**src/common/lc3b_cfg.svh**
```systemverilog
`ifndef LC3B_CFG_SVH
`define LC3B_CFG_SVH

// first fetch address out of reset
`define LC3B_RESET_PC 16'h0000

// architectural register count
`define LC3B_NUM_REGS 8

`endif

```
**src/common/lc3b_types.sv**
```systemverilog
package lc3b_types;

typedef logic [15:0] lc3b_word;
typedef logic [2:0]  lc3b_reg;
typedef logic [2:0]  lc3b_nzp;

typedef enum logic [3:0] {
    op_br  = 4'b0000,
    op_add = 4'b0001,
    op_and = 4'b0101,
    op_ldr = 4'b0110,
    op_str = 4'b0111,
    op_not = 4'b1001,
    op_lea = 4'b1110
} lc3b_opcode;

typedef enum logic [1:0] {alu_add, alu_and, alu_not, alu_pass} lc3b_alu_op;

typedef enum logic [1:0] {wb_alu, wb_mem, wb_adder} lc3b_wb_sel;

typedef struct packed {
    lc3b_alu_op alu_op;
    logic       opb_imm;     // operand b from imm5
    logic       offset6_sel; // base + offset6*2, else pc+2 + offset9*2
    logic       mem_read;
    logic       mem_write;
    logic       reg_write;
    logic       cc_write;
    logic       is_branch;
    lc3b_wb_sel wb_sel;
} lc3b_control_word;

// stage payloads
typedef struct packed {
    lc3b_word pc;
    lc3b_word instruction;
} if_id_t;

typedef struct packed {
    lc3b_word         pc;
    lc3b_word         instruction;
    lc3b_control_word ctrl;
    lc3b_reg          dest;
    lc3b_word         src1_data;
    lc3b_word         src2_data;
} id_ex_t;

typedef struct packed {
    lc3b_control_word ctrl;
    lc3b_reg          dest;
    lc3b_word         alu;
    lc3b_word         adder;
    lc3b_word         store_data;
} ex_mem_t;

typedef struct packed {
    lc3b_control_word ctrl;
    lc3b_reg          dest;
    lc3b_word         value;
} mem_wb_t;

endpackage : lc3b_types

```
**src/hdl/stage_buffer.sv**
```systemverilog
`timescale 1ns/1ps

module stage_buffer #(
    parameter type payload_t = logic
) (
    input  logic     clk,
    input  logic     rst_n,
    input  logic     load,
    input  logic     flush,
    input  payload_t d,
    output payload_t q
);

    // all-zero payload is a bubble, ctrl word has no side effects
    always_ff @(posedge clk) begin
        if (!rst_n || flush) begin
            q <= '0;
        end else if (load) begin
            q <= d;
        end
    end

endmodule : stage_buffer

```
**src/hdl/cpu_control.sv**
```systemverilog
`timescale 1ns/1ps

module cpu_control
    import lc3b_types::*;
(
    input  logic             clk,
    input  logic             rst_n,
    input  lc3b_word         instruction,
    input  lc3b_reg          id_ex_dest,
    input  lc3b_reg          ex_mem_dest,
    input  lc3b_reg          mem_wb_dest,
    input  lc3b_control_word id_ex_ctrl,
    input  lc3b_control_word ex_mem_ctrl,
    input  lc3b_control_word mem_wb_ctrl,
    input  logic             fetch_busy,
    input  logic             mem_busy,
    input  logic             br_taken,
    output lc3b_control_word ctrl,
    output logic             stall,
    output logic             hold,
    output logic             flush,
    output logic [1:0]       pc_sel
);

    lc3b_opcode opcode;
    lc3b_reg    src1;
    lc3b_reg    src2;
    logic       use_sr1;
    logic       use_sr2;
    logic       use_cc;
    logic       reg_hazard;
    logic       cc_hazard;

    function automatic logic writes_reg(lc3b_control_word c, lc3b_reg d, lc3b_reg r);
        return c.reg_write && (d == r);
    endfunction

    assign opcode = lc3b_opcode'(instruction[15:12]);

    always_comb begin
        ctrl = '0;
        ctrl.alu_op = alu_pass;
        case (opcode)
            op_add, op_and: begin
                ctrl.alu_op    = (opcode == op_add) ? alu_add : alu_and;
                ctrl.opb_imm   = instruction[5];
                ctrl.reg_write = 1'b1;
                ctrl.cc_write  = 1'b1;
                ctrl.wb_sel    = wb_alu;
            end
            op_not: begin
                ctrl.alu_op    = alu_not;
                ctrl.reg_write = 1'b1;
                ctrl.cc_write  = 1'b1;
                ctrl.wb_sel    = wb_alu;
            end
            op_br:  ctrl.is_branch = |instruction[11:9]; // nzp=000 acts as nop
            op_lea: begin
                ctrl.reg_write = 1'b1; // lc-3b lea leaves cc alone
                ctrl.wb_sel    = wb_adder;
            end
            op_ldr: begin
                ctrl.offset6_sel = 1'b1;
                ctrl.mem_read    = 1'b1;
                ctrl.reg_write   = 1'b1;
                ctrl.cc_write    = 1'b1;
                ctrl.wb_sel      = wb_mem;
            end
            op_str: begin
                ctrl.offset6_sel = 1'b1;
                ctrl.mem_write   = 1'b1;
            end
            default: ctrl = '0;
        endcase
    end

    // source usage of the instruction in decode
    assign src1    = instruction[8:6];
    assign src2    = (opcode == op_str) ? instruction[11:9] : instruction[2:0];
    assign use_sr1 = (opcode == op_add) || (opcode == op_and) || (opcode == op_not) ||
                     (opcode == op_ldr) || (opcode == op_str);
    assign use_sr2 = (((opcode == op_add) || (opcode == op_and)) && !instruction[5]) ||
                     (opcode == op_str);
    assign use_cc  = ctrl.is_branch;

    // no forwarding, wait until every older writer has retired
    assign reg_hazard = (use_sr1 && (writes_reg(id_ex_ctrl, id_ex_dest, src1) ||
                                     writes_reg(ex_mem_ctrl, ex_mem_dest, src1) ||
                                     writes_reg(mem_wb_ctrl, mem_wb_dest, src1))) ||
                        (use_sr2 && (writes_reg(id_ex_ctrl, id_ex_dest, src2) ||
                                     writes_reg(ex_mem_ctrl, ex_mem_dest, src2) ||
                                     writes_reg(mem_wb_ctrl, mem_wb_dest, src2)));
    assign cc_hazard  = use_cc && (id_ex_ctrl.cc_write || ex_mem_ctrl.cc_write ||
                                   mem_wb_ctrl.cc_write);

    assign stall  = fetch_busy | mem_busy;  // either port waiting freezes all stages
    assign flush  = br_taken & ~stall;
    assign hold   = (reg_hazard | cc_hazard) & ~br_taken; // decode is flushed anyway
    assign pc_sel = {1'b0, flush};          // 01 selects branch target

    // a taken branch redirects once, if_id and id_ex come back as bubbles
    property p_branch_flush;
        @(posedge clk) disable iff (!rst_n)
            (br_taken && !stall) |=> (!br_taken && (instruction == 16'h0000));
    endproperty
    a_branch_flush: assert property (p_branch_flush)
        else $error("taken branch not flushed cleanly");

endmodule : cpu_control

```
**src/hdl/fetch_unit.sv**
```systemverilog
`timescale 1ns/1ps
`include "lc3b_cfg.svh"

module fetch_unit
    import lc3b_types::*;
(
    input  logic       clk,
    input  logic       rst_n,
    input  logic       stall,
    input  logic       hold,
    input  logic [1:0] pc_sel,
    input  lc3b_word   br_target,
    input  logic       resp_a,
    input  lc3b_word   rdata_a,
    output logic       read_a,
    output lc3b_word   address_a,
    output lc3b_word   pc,
    output lc3b_word   instruction,
    output logic       fetch_busy
);

    lc3b_word pc_q;    // address of the instruction in flight or held
    lc3b_word held_q;
    logic     req_q;
    logic     full_q;  // held_q waiting for decode
    logic     arrived;
    logic     advance;

    assign arrived    = req_q & resp_a;
    assign advance    = ~stall & ~hold;
    assign read_a     = req_q;
    assign address_a  = pc_q;
    assign pc         = pc_q;
    assign fetch_busy = req_q & ~resp_a;

    always_comb begin
        if (full_q) begin
            instruction = held_q;
        end else if (arrived) begin
            instruction = rdata_a;
        end else begin
            instruction = 16'h0000; // br with nzp=000, never taken
        end
    end

    always_ff @(posedge clk) begin
        if (!rst_n) begin
            pc_q   <= `LC3B_RESET_PC;
            req_q  <= 1'b0;
            full_q <= 1'b0;
        end else if (pc_sel == 2'b01) begin
            // any word fetched this cycle is flushed out of if_id
            pc_q   <= br_target;
            req_q  <= 1'b1;
            full_q <= 1'b0;
        end else if ((full_q | arrived) & advance) begin
            pc_q   <= pc_q + 16'd2;
            req_q  <= 1'b1;
            full_q <= 1'b0;
        end else if (arrived) begin
            req_q  <= 1'b0;  // decode busy, park the word
            full_q <= 1'b1;
        end else if (!req_q && !full_q) begin
            req_q  <= 1'b1;  // first fetch after reset
        end
    end

    always_ff @(posedge clk) begin
        if (arrived) held_q <= rdata_a;
    end

    property p_addr_stable;
        @(posedge clk) disable iff (!rst_n)
            (read_a && !resp_a) |=> $stable(address_a);
    endproperty
    a_addr_stable: assert property (p_addr_stable)
        else $error("port a address changed while waiting for resp");

endmodule : fetch_unit

```
**src/hdl/reg_file.sv**
```systemverilog
`timescale 1ns/1ps
`include "lc3b_cfg.svh"

module reg_file
    import lc3b_types::*;
(
    input  logic     clk,
    input  logic     rst_n,
    input  lc3b_reg  sr1,
    input  lc3b_reg  sr2,
    input  logic     we,
    input  logic     cc_we,
    input  lc3b_reg  wr_dest,
    input  lc3b_word wr_data,
    output lc3b_word sr1_data,
    output lc3b_word sr2_data,
    output lc3b_nzp  cc
);

    lc3b_word regs [`LC3B_NUM_REGS];
    lc3b_nzp  cc_q;
    lc3b_nzp  cc_next;

    assign cc_next = wr_data[15] ? 3'b100 : ((wr_data == 16'h0000) ? 3'b010 : 3'b001);

    always_ff @(posedge clk) begin
        if (we) regs[wr_dest] <= wr_data;
    end

    always_ff @(posedge clk) begin
        if (!rst_n) begin
            cc_q <= 3'b010; // z out of reset
        end else if (cc_we) begin
            cc_q <= cc_next;
        end
    end

    // write-through, decode sees the writeback of this cycle
    assign sr1_data = (we && (wr_dest == sr1)) ? wr_data : regs[sr1];
    assign sr2_data = (we && (wr_dest == sr2)) ? wr_data : regs[sr2];
    assign cc       = cc_q;

endmodule : reg_file

```
**src/hdl/exec_unit.sv**
```systemverilog
`timescale 1ns/1ps

module exec_unit
    import lc3b_types::*;
(
    input  lc3b_control_word ctrl,
    input  lc3b_word         instruction,
    input  lc3b_word         pc,
    input  lc3b_word         src1_data,
    input  lc3b_word         src2_data,
    input  lc3b_nzp          cc,
    output lc3b_word         alu_out,
    output lc3b_word         adder_out,
    output logic             br_taken
);

    lc3b_word imm5;
    lc3b_word offset6_x2;
    lc3b_word offset9_x2;
    lc3b_word opb;

    // sign extension, offsets already scaled to bytes
    assign imm5       = {{11{instruction[4]}}, instruction[4:0]};
    assign offset6_x2 = {{9{instruction[5]}}, instruction[5:0], 1'b0};
    assign offset9_x2 = {{6{instruction[8]}}, instruction[8:0], 1'b0};

    assign opb = ctrl.opb_imm ? imm5 : src2_data;

    always_comb begin
        case (ctrl.alu_op)
            alu_add: alu_out = src1_data + opb;
            alu_and: alu_out = src1_data & opb;
            alu_not: alu_out = ~src1_data;
            default: alu_out = opb;
        endcase
    end

    // ldr/str use base+offset6, br/lea are relative to the next pc
    assign adder_out = ctrl.offset6_sel ? (src1_data + offset6_x2)
                                        : (pc + 16'd2 + offset9_x2);

    assign br_taken = ctrl.is_branch & (|(instruction[11:9] & cc));

endmodule : exec_unit

```
**src/hdl/mem_access.sv**
```systemverilog
`timescale 1ns/1ps

module mem_access
    import lc3b_types::*;
(
    input  logic             clk,
    input  logic             rst_n,
    input  logic             stall,
    input  lc3b_control_word ctrl,
    input  lc3b_word         address,
    input  lc3b_word         store_data,
    input  logic             resp_b,
    input  lc3b_word         rdata_b,
    output logic             read_b,
    output logic             write_b,
    output logic [1:0]       wmask_b,
    output lc3b_word         address_b,
    output lc3b_word         wdata_b,
    output lc3b_word         load_data,
    output logic             mem_busy
);

    typedef enum logic [1:0] {s_idle, s_wait, s_done} state_t;

    state_t   state;
    logic     req;
    lc3b_word data_q;

    // request goes out the cycle the op enters mem, none once done
    assign req       = (ctrl.mem_read | ctrl.mem_write) & (state != s_done);
    assign read_b    = req & ctrl.mem_read;
    assign write_b   = req & ctrl.mem_write;
    assign wmask_b   = {2{write_b}}; // word stores only
    assign address_b = address;
    assign wdata_b   = store_data;
    assign mem_busy  = req & ~resp_b;
    assign load_data = (state == s_done) ? data_q : rdata_b;

    always_ff @(posedge clk) begin
        if (!rst_n) begin
            state <= s_idle;
        end else begin
            case (state)
                s_idle, s_wait: begin
                    if (req && resp_b) begin
                        state <= stall ? s_done : s_idle;
                    end else if (req) begin
                        state <= s_wait;
                    end
                end
                s_done:  if (!stall) state <= s_idle; // op leaves mem
                default: state <= s_idle;
            endcase
        end
    end

    always_ff @(posedge clk) begin
        if (read_b && resp_b) data_q <= rdata_b;
    end

    a_one_op: assert property (@(posedge clk) disable iff (!rst_n) !(read_b && write_b))
        else $error("port b read and write both high");

    // once waiting, the request and its address stay put until resp
    a_wait_hold: assert property (@(posedge clk) disable iff (!rst_n)
        (state == s_wait) |-> (req && $stable(address_b)))
        else $error("port b request changed while waiting for resp");

endmodule : mem_access

```
**src/hdl/cpu_datapath.sv**
```systemverilog
`timescale 1ns/1ps

module cpu_datapath
    import lc3b_types::*;
(
    input  logic       clk,
    input  logic       rst_n,

    // port a, instruction fetch
    input  logic       resp_a,
    input  lc3b_word   rdata_a,
    output logic       read_a,
    output logic       write_a,
    output logic [1:0] wmask_a,
    output lc3b_word   address_a,
    output lc3b_word   wdata_a,

    // port b, loads and stores
    input  logic       resp_b,
    input  lc3b_word   rdata_b,
    output logic       read_b,
    output logic       write_b,
    output logic [1:0] wmask_b,
    output lc3b_word   address_b,
    output lc3b_word   wdata_b
);

    if_id_t           if_id_d, if_id_q;
    id_ex_t           id_ex_d, id_ex_q;
    ex_mem_t          ex_mem_d, ex_mem_q;
    mem_wb_t          mem_wb_d, mem_wb_q;
    lc3b_control_word id_ctrl;
    lc3b_reg          id_sr2;
    lc3b_word         fetch_pc, fetch_instr;
    lc3b_word         sr1_data, sr2_data;
    lc3b_word         alu_out, adder_out, load_data, wb_value;
    lc3b_nzp          cc;
    logic             stall, hold, flush, fetch_busy, mem_busy, br_taken;
    logic [1:0]       pc_sel;

    assign write_a = 1'b0; // fetch port is read only
    assign wmask_a = 2'b11;
    assign wdata_a = 16'h0000;

    fetch_unit fetch (
        .clk(clk), .rst_n(rst_n), .stall(stall), .hold(hold), .pc_sel(pc_sel),
        .br_target(adder_out), .resp_a(resp_a), .rdata_a(rdata_a), .read_a(read_a),
        .address_a(address_a), .pc(fetch_pc), .instruction(fetch_instr),
        .fetch_busy(fetch_busy)
    );

    assign if_id_d = '{pc: fetch_pc, instruction: fetch_instr};
    stage_buffer #(.payload_t(if_id_t)) if_id_buf (
        .clk(clk), .rst_n(rst_n), .load(~stall & ~hold), .flush(flush),
        .d(if_id_d), .q(if_id_q)
    );

    cpu_control control (
        .clk(clk), .rst_n(rst_n), .instruction(if_id_q.instruction),
        .id_ex_dest(id_ex_q.dest), .ex_mem_dest(ex_mem_q.dest), .mem_wb_dest(mem_wb_q.dest),
        .id_ex_ctrl(id_ex_q.ctrl), .ex_mem_ctrl(ex_mem_q.ctrl), .mem_wb_ctrl(mem_wb_q.ctrl),
        .fetch_busy(fetch_busy), .mem_busy(mem_busy), .br_taken(br_taken),
        .ctrl(id_ctrl), .stall(stall), .hold(hold), .flush(flush), .pc_sel(pc_sel)
    );

    assign id_sr2 = id_ctrl.mem_write ? if_id_q.instruction[11:9] : if_id_q.instruction[2:0];
    reg_file regs (
        .clk(clk), .rst_n(rst_n), .sr1(if_id_q.instruction[8:6]), .sr2(id_sr2),
        .we(mem_wb_q.ctrl.reg_write), .cc_we(mem_wb_q.ctrl.cc_write),
        .wr_dest(mem_wb_q.dest), .wr_data(mem_wb_q.value),
        .sr1_data(sr1_data), .sr2_data(sr2_data), .cc(cc)
    );

    assign id_ex_d = '{pc: if_id_q.pc, instruction: if_id_q.instruction, ctrl: id_ctrl,
                       dest: if_id_q.instruction[11:9], src1_data: sr1_data,
                       src2_data: sr2_data};
    stage_buffer #(.payload_t(id_ex_t)) id_ex_buf (
        .clk(clk), .rst_n(rst_n), .load(~stall), .flush(flush | (hold & ~stall)),
        .d(id_ex_d), .q(id_ex_q)
    );

    exec_unit exec (
        .ctrl(id_ex_q.ctrl), .instruction(id_ex_q.instruction), .pc(id_ex_q.pc),
        .src1_data(id_ex_q.src1_data), .src2_data(id_ex_q.src2_data), .cc(cc),
        .alu_out(alu_out), .adder_out(adder_out), .br_taken(br_taken)
    );

    assign ex_mem_d = '{ctrl: id_ex_q.ctrl, dest: id_ex_q.dest, alu: alu_out,
                        adder: adder_out, store_data: id_ex_q.src2_data};
    stage_buffer #(.payload_t(ex_mem_t)) ex_mem_buf (
        .clk(clk), .rst_n(rst_n), .load(~stall), .flush(1'b0),
        .d(ex_mem_d), .q(ex_mem_q)
    );

    mem_access mem (
        .clk(clk), .rst_n(rst_n), .stall(stall), .ctrl(ex_mem_q.ctrl),
        .address(ex_mem_q.adder), .store_data(ex_mem_q.store_data),
        .resp_b(resp_b), .rdata_b(rdata_b), .read_b(read_b), .write_b(write_b),
        .wmask_b(wmask_b), .address_b(address_b), .wdata_b(wdata_b),
        .load_data(load_data), .mem_busy(mem_busy)
    );

    // writeback value picked by the control word entering mem_wb
    always_comb begin
        case (ex_mem_q.ctrl.wb_sel)
            wb_mem:   wb_value = load_data;
            wb_adder: wb_value = ex_mem_q.adder;
            default:  wb_value = ex_mem_q.alu;
        endcase
    end

    assign mem_wb_d = '{ctrl: ex_mem_q.ctrl, dest: ex_mem_q.dest, value: wb_value};
    stage_buffer #(.payload_t(mem_wb_t)) mem_wb_buf (
        .clk(clk), .rst_n(rst_n), .load(~stall), .flush(1'b0),
        .d(mem_wb_d), .q(mem_wb_q)
    );

endmodule : cpu_datapath

```
**config.mk**
```make
export PLATFORM = sky130hd
export DESIGN_NAME = cpu_datapath
export DESIGN_NICKNAME = d
export VERILOG_FILES = /design/src/common/lc3b_types.sv /design/src/hdl/stage_buffer.sv /design/src/hdl/cpu_control.sv /design/src/hdl/fetch_unit.sv /design/src/hdl/reg_file.sv /design/src/hdl/exec_unit.sv /design/src/hdl/mem_access.sv /design/src/hdl/cpu_datapath.sv
export VERILOG_INCLUDE_DIRS = /design/src /design/src/common
export SDC_FILE = /design/constraint.sdc
export NUM_CORES = 1
export LEC_CHECK = 0
export BUFFER_PORTS_ARGS = -buffer_cell sky130_fd_sc_hd__buf_2
export CORE_MARGIN = 5
export CORE_UTILIZATION = 44
export CTS_CLUSTER_SIZE = 25
export DETAILED_ROUTE_END_ITERATION = 8
export GPL_TIMING_DRIVEN = 0
export PLACE_DENSITY_LB_ADDON = 0.2
export SYNTH_ARGS = -nofsm -noshare
export SYNTH_HDL_FRONTEND = slang
export SYNTH_SLANG_ARGS = --single-unit
```
**constraint.sdc**
```tcl
create_clock -name clk -period 3.78 [get_ports clk]
set_input_delay 0 -clock clk [delete_from_list [all_inputs] [get_ports clk]]
set_output_delay 0 -clock clk [all_outputs]
set_load 0.005 [all_outputs]
```
# Yosys cells after proc, flatten, opt, wreduce, memory -nomap -nowiden
# Memory sizes are Yosys's and may differ from the RTL's. A register that Yosys moved wholly into a read port is not among the register bits.
# Index checks and enable logic that the tools add are counted.
[totals]
register_bits = 207
ramBits = 128
inputBits = 36
out_inout_bits = 72
elab_cells = 170
mem_count = 1
[classes]
add_sub_neg = 5
n_eq_ne = 21
muxes = 34
n_bitwise = 26
reduce_logical = 49
[memory_table]
columns = ["memory", "words", "word_bits", "rd", "rd_ports_with_merged_regs", "write_ports", "line", "rtl"]
rows = [
  ["regs.regs", 8, 16, 2, 2, 1, "reg_file.sv:20", "lc3b_word regs [`LC3B_NUM_REGS];"],
]
[op_table]
columns = ["op", "n"]
rows = [
  ["16-bit two-way mux", 7],
  ["16-bit adder", 3],
  ["16-bit one-hot mux with 3 select lines", 1],
  ["16-bit by 2-bit adder with 16-bit output, second input constant", 2],
  ["16-bit one-hot mux with 2 select lines", 1],
  ["3-bit equality test", 6],
  ["16-bit bitwise AND", 1],
  ["16-bit logical NOT", 1],
  ["16-bit NOT", 1],
  ["1-bit logical OR", 14],
  ["1-bit two-way mux", 14],
  ["1-bit logical AND", 13],
  ["1-bit bitwise AND", 12],
  ["4-bit by 3-bit equality test with 1-bit output, second input constant", 3],
  ["2-bit two-way mux", 5],
  ["3-bit two-way mux", 3],
  ["3-bit OR reduction", 3],
  ["4-bit equality test, second input constant", 2],
  ["2-bit one-hot mux with 2 select lines", 2],
  ["4-bit OR reduction", 2],
  ["2-bit by 1-bit equality test with 1-bit output, second input constant", 3],
  ["2-bit equality test, second input constant", 3],
  ["1-bit logical NOT", 6],
  ["1-bit NOT", 6],
  ["other kinds (13)", 21],
]

# Longest topological paths before layout
# Gate-level depths: netlist of run 1.
[logic_depth]
ltp_word = 15
depth_mapped = 14
ltp_nobuf = 13

# Hierarchy
# From an unflattened synthesis of run 1, not the netlist that was laid out.
[unflattened]
cells_unflattened = 1857
area_unflattened_um2 = 20878.8
[by_module_without_submodules]
columns = ["module", "instances", "cells_per_inst", "area_per_inst_um2", "seq_area_each_um2"]
rows = [
  ["reg_file", 1, 352, 6501.2, 3903.7],
  ["exec_unit", 1, 389, 2995.4, 0.0],
  ["stage_buffer at id_ex_buf", 1, 253, 2776.4, 1561.5],
  ["stage_buffer at ex_mem_buf", 1, 201, 2237.1, 1241.2],
  ["fetch_unit", 1, 201, 1756.7, 840.8],
  ["stage_buffer at if_id_buf", 1, 104, 1173.6, 640.6],
  ["mem_access", 1, 81, 1107.3, 520.5],
  ["stage_buffer at mem_wb_buf", 1, 98, 1102.3, 600.6],
  ["cpu_datapath", 1, 86, 618.1, 0.0],
  ["cpu_control", 1, 92, 610.6, 0.0],
]

# Worst setup path before layout of run 1
# Ideal clock, no wire load.
[synth_path]
path_type = "register -> register"
start = "reg id_ex_buf.q[43] (netlist name)"
end = "reg ex_mem_buf.q[47] (netlist name)"
setup_time_ps = 132
arrival_time_ps = 3206
t_required_ps = 3648
setup_slack_ps = 442
path_stages_with_launch = 15
n_path_buf = 3
synth_period_minus_slack_ps = 3338
cell_sequence = "dfxtp_1 clkbuf_1 and2_1 clkbuf_1 a21o_1 ha_1 clkbuf_1 a211oi_1 nor3_1 a221o_1 o41a_1 a211o_1 xor2_1 o211ai_1 a21oi_1"
[synth_via]
elab_chain_len = 3
word_cells_on_any_way = 4
classes_between = "add/sub: 1; mux: 2; bitwise: 1"
[synth_lines]
columns = ["item", "line", "rtl"]
rows = [
  ["start: declaration", "stage_buffer.sv:11", "output payload_t q"],
  ["start signal: assignment", "stage_buffer.sv:17", "q <= '0;"],
  ["start signal: assignment", "stage_buffer.sv:19", "q <= d;"],
  ["16-bit two-way mux *", "exec_unit.sv:27", "assign opb = ctrl.opb_imm ? imm5 : src2_data;"],
  ["16-bit adder / 16-bit bitwise AND (equally long branches)", "exec_unit.sv:31, exec_unit.sv:32", ""],
  ["16-bit one-hot mux with 3 select lines *", "exec_unit.sv:30", "case (ctrl.alu_op)"],
  ["end signal: assignment", "stage_buffer.sv:17", ""],
  ["end signal: assignment", "stage_buffer.sv:19", ""],
  ["end: declaration", "stage_buffer.sv:11", ""],
]
# Mark *: on every way between the ends. The rest lies on a longest branch, timed or not.
# A chain may end at the register's enable or synchronous reset.

# Final worst setup path of run 1
[layout_path]
start = "reg id_ex_buf.q[43] (netlist name)"
end = "reg ex_mem_buf.q[46] (netlist name)"
# Same word-level chain as after synthesis.

==> flow_metrics.py, run 1 <==
metrics = {
    "status": {
        "status": "complete, no violations",
    },
    "power": {
        "vdd_drop_max_mv": 0.345,
        "combPwrFrac_pct": 20.3,
        "netSwitchingPower_mw": 3.38,
        "p_seq_share_pct": 41.7,
        "switching_share_pct": 30.4,
        "p_clk_share_pct": 38.0,
        "p_per_area_nw_per_um2": 501,
        "p_leak_nw": 8.64,
        "internal-power_mw": 7.76,
    },
    "worst_hold_path": {
        "hold_depth": 2,
        "hold_path.class": "in -> reg",
    },
    "floorplan": {
        "core_area_um2": 42900,
        "die_area_um2": 47500,
        "core.rowCount": 76,
        "dieWidth_um": 218,
        "initial_core_util_pct": 44.3,
        "floorplan.die.height_um": 218,
        "pin_count": 108,
    },
    "clocking": {
        "cts_root_buffer": "clkbuf_16",
        "ctsHtreeMaxLevel": 2,
        "cts_buffer_depth": 3,
        "cts_tree": "yes",
        "clkSlewWorstSetupHoldPaths_ps": 60,
        "clk_latency_ps": 610,
        "cts_sinks": 362,
        "cts_buffers": 42,
    },
    "worst_setup_path": {
        "cp_slowest_stage_delay_ps": 490,
        "reg2reg_depth": 12,
        "crit_type": "reg -> reg",
        "crit_path_top_delay_cell": "fa_1",
        "cp-start-kind": "flop",
        "path_max_fanout": 7,
        "critPathRequiredTime_ps": 4280,
        "cp-end-kind": "flop",
        "crit_arrival_ps": 4020,
        "crit_chain": "clkbuf_2 > mux2_2 > ha_1 > fa_1 > a211oi_2 > nor3_1 > o41ai_2 > nand2b_1 > a41oi_1 > mux2i_1 > o211ai_1 > a21oi_1",
    },
    "timing": {
        "fin_crit_sh_pct": 93.1,
        "tightest_slew_ps": 1040,
        "slew_viol_final": 0,
        "setup_viol": 0,
        "fin_tns_setup_ps": 0,
        "fmax_mhz": 284,
        "max-slew-margin-rel_pct": 30.9,
        "hold_viol": 0,
        "clock_skew_ps": 46.0,
        "finalCriticalPeriod_ps": 3520,
        "rsz0062_at_grt": "false",
    },
    "routing": {
        "wl_met1_um": 25600,
        "drc": 0,
        "wirelength_um": 60400,
        "via_count": 15600,
        "met3_length_um": 4020,
        "dr.pass1.iters": 6,
        "antenna_left": 0,
        "drt_iter0_drc": 1647,
        "top_layer": "met4",
        "viasPerCell": 5.73,
        "wl_per_cell_um": 22.3,
        "route.met2.wl_um": 28600,
    },
    "synthesis": {
        "synth.avg_cell_area_um2": 9.97,
        "synth_edf_count": 160,
        "synthDominantCellAreaShare_pct": 25.3,
        "synthesis.area_um2": 19000,
        "synth.most_common_cell": "nand2_1",
        "ys_async_sr_fraction_pct": 0,
        "syn_inst": 1907,
        "synth_ff_type": "dfxtp_1",
        "synth_commonest_cells": "270 x nand2_1, 202 x dfxtp_1, 186 x a21oi_1",
        "yosys.area.top_type": "edfxtp_1",
        "ys_ff_latch": 362,
        "synth_warnings": 0,
        "synth_top_cells_by_area": "edfxtp_1 25%, dfxtp_1 21%, nand2_1 5.3%, mux4_2 5.0%, a21oi_1 4.9%",
        "ys_seq_area_share_pct": 46.5,
        "ys_types": 72,
    },
    "global_routing": {
        "grt_pass1_wl_um": 90400,
        "grt_overflow": 0,
        "grt_max_degree": 20,
        "grt_pass1_vias": 15200,
        "antenna_found_initial": 0,
        "track_usage_pct": 24.8,
    },
    "cells_and_area": {
        "drive_gt1_share_pct": 17.2,
        "layout.nets": 2196,
        "fin_cells": 2715,
        "register_area_um2": 8850,
        "multi_input_area_um2": 9240,
        "syn_to_final_growth_pct": 17.0,
        "fill_cells": 3911,
        "n_antenna_cell": 0,
    },
    "placement": {
        "gp_congestion": 0.948,
        "placedCellCount": 2605,
        "io_buffer_count": 87,
        "hpwl_um": 45100,
    },
    "flow_run": {
        "drv_cap": 0,
    },
}
==> cells in the final DEF (no fill, tap or decap), types with 9 or more instances in the layout <==
cell type	n
nor3_1	30
buf_1	15
a22oi_1	16
dfxtp_1	202
a211oi_2	10
a211oi_1	41
o211ai_1	39
xnor2_1	43
clkbuf_1	96
inv_1	30
buf_4	57
nor3b_1	16
conb_1	19
a21oi_1	186
xor2_1	15
buf_2	107
nand3_1	35
mux4_2	42
dlygate4sd3_1	34
nor4_1	9
ha_1	60
mux2_2	52
o21ai_0	55
o21a_1	9
a21o_1	21
a211o_1	19
nor2_1	156
nand2b_1	13
clkbuf_16	45
edfxtp_1	160
nand2_1	270
mux2i_1	76
==> timing repair <==
item / CTS / global route
endpoints found under the setup margin: 4 / 2
gates resized for setup: 3 / 5
hold buffers: 34 / 0
pin swaps: 0 / 1
endpoints found under the hold margin: 50 / 0
buffers inserted: 0 / 1
==> kinds of logic after synthesis <==
kind of cell,Yosys count,share of synthesized area (%)
AO/OA/AOI/OAI,463,15.8
XOR/XNOR,58,2.67
adder cells (fa/ha/maj),63,4.26
buffers and inverters,213,5.46
flip-flops,362,46.5
multiplexers,171,12.2
other,2,0.0395
AND/OR/NAND/NOR,575,13.0
==> worst max-delay path: cells and delay by family (launching register included) <==
family | cells | cell delay [ps]
AOI/OAI and AO/OA | 5 | 1280
adders and majority gates | 2 | 740
muxes | 2 | 610
DFF | 1 | 300
and+or+nand+nor | 2 | 290
buffers and inverters | 1 | 210
==> power by group through the flow <==
| stage | clock (mW) | sequential, mW | combinational [mW] |
|---|---|---|---|
| finish | 4.23 | 4.65 | 2.26 |
| global route | 4.47 | 4.67 | 2.45 |
| CTS | 4.30 | 4.64 | 2.23 |
| detailed placement | 0 | 4.72 | 2.19 |
| global placement | 0 | 4.71 | 2.15 |
| floorplan | 0 | 4.57 | 1.57 |
==> final timing paths <==
check                       start                to  slack (ps)
setup / recovery  id_ex_buf.q[43]  ex_mem_buf.q[46]         260
hold / removal         rdata_a[2]   fetch.held_q[2]         140
setup reg to reg  id_ex_buf.q[43]  ex_mem_buf.q[46]         260
hold reg to reg      mem.state[1]      mem.state[0]         440
==> per-layer routing <==
layer,track usage [%],up-vias
li1,-,7254
met1,33.1,7590
met2,41.3,587
met3,3.40,130
met4,9.15,0
met5,0,-
==> stage by stage <==
step / area, µm² / utilization, % / total power [mW] / setup WS, ps / hold slack [ps]
finish: 22200 / 51.9 / 11.1 / 263 / 142
global route: 22200 / 51.9 / 11.6 / 43.2 / 135
CTS: 22200 / 51.8 / 11.2 / 88.8 / 111
detailed placement: 20400 / 47.6 / 6.91 / -298 / 194
global placement: 20200 / 47.2 / 6.87 / -300 / 189
floorplan: 19100 / - / 6.14 / 442 / 98.9
==> area by class of cell <==
type / instances / share of cell area [%]
clock buffers: 62 / 5.67
inverters: 31 / 0.523
repair buffers: 131 / 4.14
flip-flops and latches: 362 / 39.8
plain buffers: 180 / 4.12
clock inverters: 15 / 0.895
multi-input cells: 1349 / 41.6
well taps: 585 / 3.29
==> registers in the layout, summed over array words and instances, names as in the netlist <==
name	flops
mem.state	2
fetch.full_q	1
fetch.address_a	16
ex_mem_buf.q	56
fetch.read_a	1
mem_wb_buf.q	21
regs.cc	3
id_ex_buf.q	70
mem.data_q	16
fetch.held_q	16
if_id_buf.q	32
regs.regs	128
(Power assumes the default switching activity.)
==> run 2, diff against run 1 <==
--- a/config.mk
+++ b/config.mk
@@ -13,6 +13,7 @@
 export DETAILED_ROUTE_END_ITERATION = 8
 export GPL_TIMING_DRIVEN = 0
 export PLACE_DENSITY_LB_ADDON = 0.2
+export RECOVER_POWER = 100
 export SYNTH_ARGS = -nofsm -noshare
 export SYNTH_HDL_FRONTEND = slang
 export SYNTH_SLANG_ARGS = --single-unit
==> flow_metrics.py, run 2 (synthesis results as in run 1) <==
metrics = {
    "floorplan": {
        "initial_core_util_pct": 44.3,
        "dieWidth_um": 218,
        "core_area_um2": 42900,
        "core.rowCount": 76,
        "floorplan.die.height_um": 218,
        "pin_count": 108,
        "die_area_um2": 47500,
    },
    "clocking": {
        "clkSlewWorstSetupHoldPaths_ps": 60,
        "cts_buffer_depth": 3,
        "cts_buffers": 42,
        "ctsHtreeMaxLevel": 2,
        "cts_sinks": 362,
        "clk_latency_ps": 610,
        "cts_tree": "yes",
        "cts_root_buffer": "clkbuf_16",
    },
    "worst_setup_path": {
        "critPathRequiredTime_ps": 4260,
        "path_delay_family": "buffers and inverters",
        "cp-start-kind": "flop",
        "path_max_fanout": 10,
        "cp-end-kind": "flop",
        "crit_chain": "and4b_1 > clkbuf_2 > mux2i_1 > clkbuf_2 > clkbuf_2 > clkbuf_2 > mux2_2 > o211ai_1 > nand3_1 > o211ai_1 > a21oi_1",
        "crit_path_top_delay_cell": "mux2i_1",
        "r2r_start": "if_id_buf.q[12]",
        "cp_common_cell": "clkbuf_2",
        "cp_slowest_stage_delay_ps": 460,
        "crit_arrival_ps": 4080,
        "crit_buf_inv": 4,
        "crit_path_start": "if_id_buf.q[12]",
        "crit_type": "reg -> reg",
    },
    "timing": {
        "max-slew-margin-rel_pct": -2.53,
        "setup_viol": 0,
        "slew_viol_final": 10,
        "fin_tns_setup_ps": 0,
        "fin_crit_sh_pct": 95.2,
        "clock_skew_ps": 49.3,
        "finalCriticalPeriod_ps": 3600,
        "tightest_slew_ps": 1530,
        "hold_viol": 0,
        "rsz0062_at_grt": "false",
        "fmax_mhz": 278,
    },
    "routing": {
        "wl_per_cell_um": 22.2,
        "via_count": 15500,
        "wirelength_um": 60300,
        "dr.pass1.iters": 8,
        "viasPerCell": 5.71,
        "drt_iter0_drc": 1480,
        "antenna_left": 0,
        "drc": 0,
    },
    "global_routing": {
        "grt_pass1_wl_um": 90400,
        "track_usage_pct": 24.8,
        "grt_overflow": 0,
        "grt.met1_usage_pct": 33.1,
        "grt_max_degree": 20,
        "busiest_layer": "met2",
        "grt_pass1_vias": 15200,
        "antenna_found_initial": 0,
        "grt_use_met2_pct": 41.3,
        "grtUsageMet3_pct": 3.40,
    },
    "cells_and_area": {
        "largest_register_ffs": 128,
        "layout.nets": 2196,
        "syn_to_final_growth_pct": 15.9,
        "fill_cells": 3965,
        "regMostFlops": "regs.regs",
        "register_area_um2": 8850,
        "drive_gt1_share_pct": 14.2,
        "final_area_um2": 22000,
        "n_antenna_cell": 0,
        "final_common_cell": "nand2_1",
        "final_cell_mix": "270 x nand2_1, 202 x dfxtp_1, 187 x a21oi_1",
        "reg.largest.list": "regs.regs x128, id_ex_buf.q x70, ex_mem_buf.q x56",
        "multi_input_area_um2": 9200,
    },
    "flow_run": {
        "drv_cap": 1,
    },
    "placement": {
        "placed_area_um2": 20400,
        "io_buffer_count": 87,
        "hpwl_um": 45100,
        "gp_congestion": 0.948,
    },
    "status": {
        "status": "finished, violations left",
        "violations": "max-capacitance violations, max-slew violations",
    },
    "worst_hold_path": {
        "hp-start": "rdata_a[15]",
        "hold_path.class": "in -> reg",
    },
    "power": {
        "p_per_area_nw_per_um2": 505,
        "p_leak_nw": 8.42,
        "vdd_drop_max_mv": 0.330,
    },
}
[run 2: changes by cell type in the layout (fill, tap and decap cells not counted), sizes merged]
cell / previous run / this run
buf: 188 / 90
clkbuf: 151 / 249
[run 2: cell type report]
class / instances / share of cell area, %
clock buffers: 62 / 5.73
well taps: 585 / 3.32
plain buffers: 180 / 4.11
inverters: 31 / 0.528
repair buffers: 131 / 3.48
flip-flops and latches: 362 / 40.2
clock inverters: 15 / 0.903
multi-input cells: 1349 / 41.8
[run 2: report_power, final]
group          switching, mW  internal [mW]
Combinational           1.33          0.916
Clock                   1.75           2.49
Sequential             0.309           4.34
[run 2: per-layer routing]
| metal | vias up | wire length (µm) |
|---|---|---|
| met4 | 0 | 2250 |
| met1 | 7586 | 25700 |
| li1 | 7273 | - |
| met5 | - | 0 |
| met2 | 530 | 28500 |
| met3 | 126 | 3780 |
[run 2: what timing repair did]
item | in CTS | in global routing
resized for setup | 3 | 5
setup buffers | 0 | 1
endpoints found under the setup margin | 4 | 2
hold endpoints to repair | 50 | 0
hold buffers | 34 | 0
pin swaps | 0 | 1
[run 2: through the flow]
stage                     power [mW]  cells  hold WS [ps]  worst slack (ps)  utilization (%)
after floorplan                 6.14   1924          98.9               442                -
after global placement          6.87   2596           189              -300             47.2
after detailed placement        6.91   2605           194              -298             47.6
after CTS                       11.2   2715           111              88.8             51.8
after global routing            11.6   2715           135              26.0             51.4
final                           11.1   2715           138               183             51.4
[run 2: final timing paths]
kind	end	slack [ps]	cells past startpoint
hold reg to reg	mem.state[0]	450	1
setup / recovery	id_ex_buf.q[7]	180	11
setup reg to reg	id_ex_buf.q[7]	180	11
hold / removal	fetch.held_q[15]	140	2
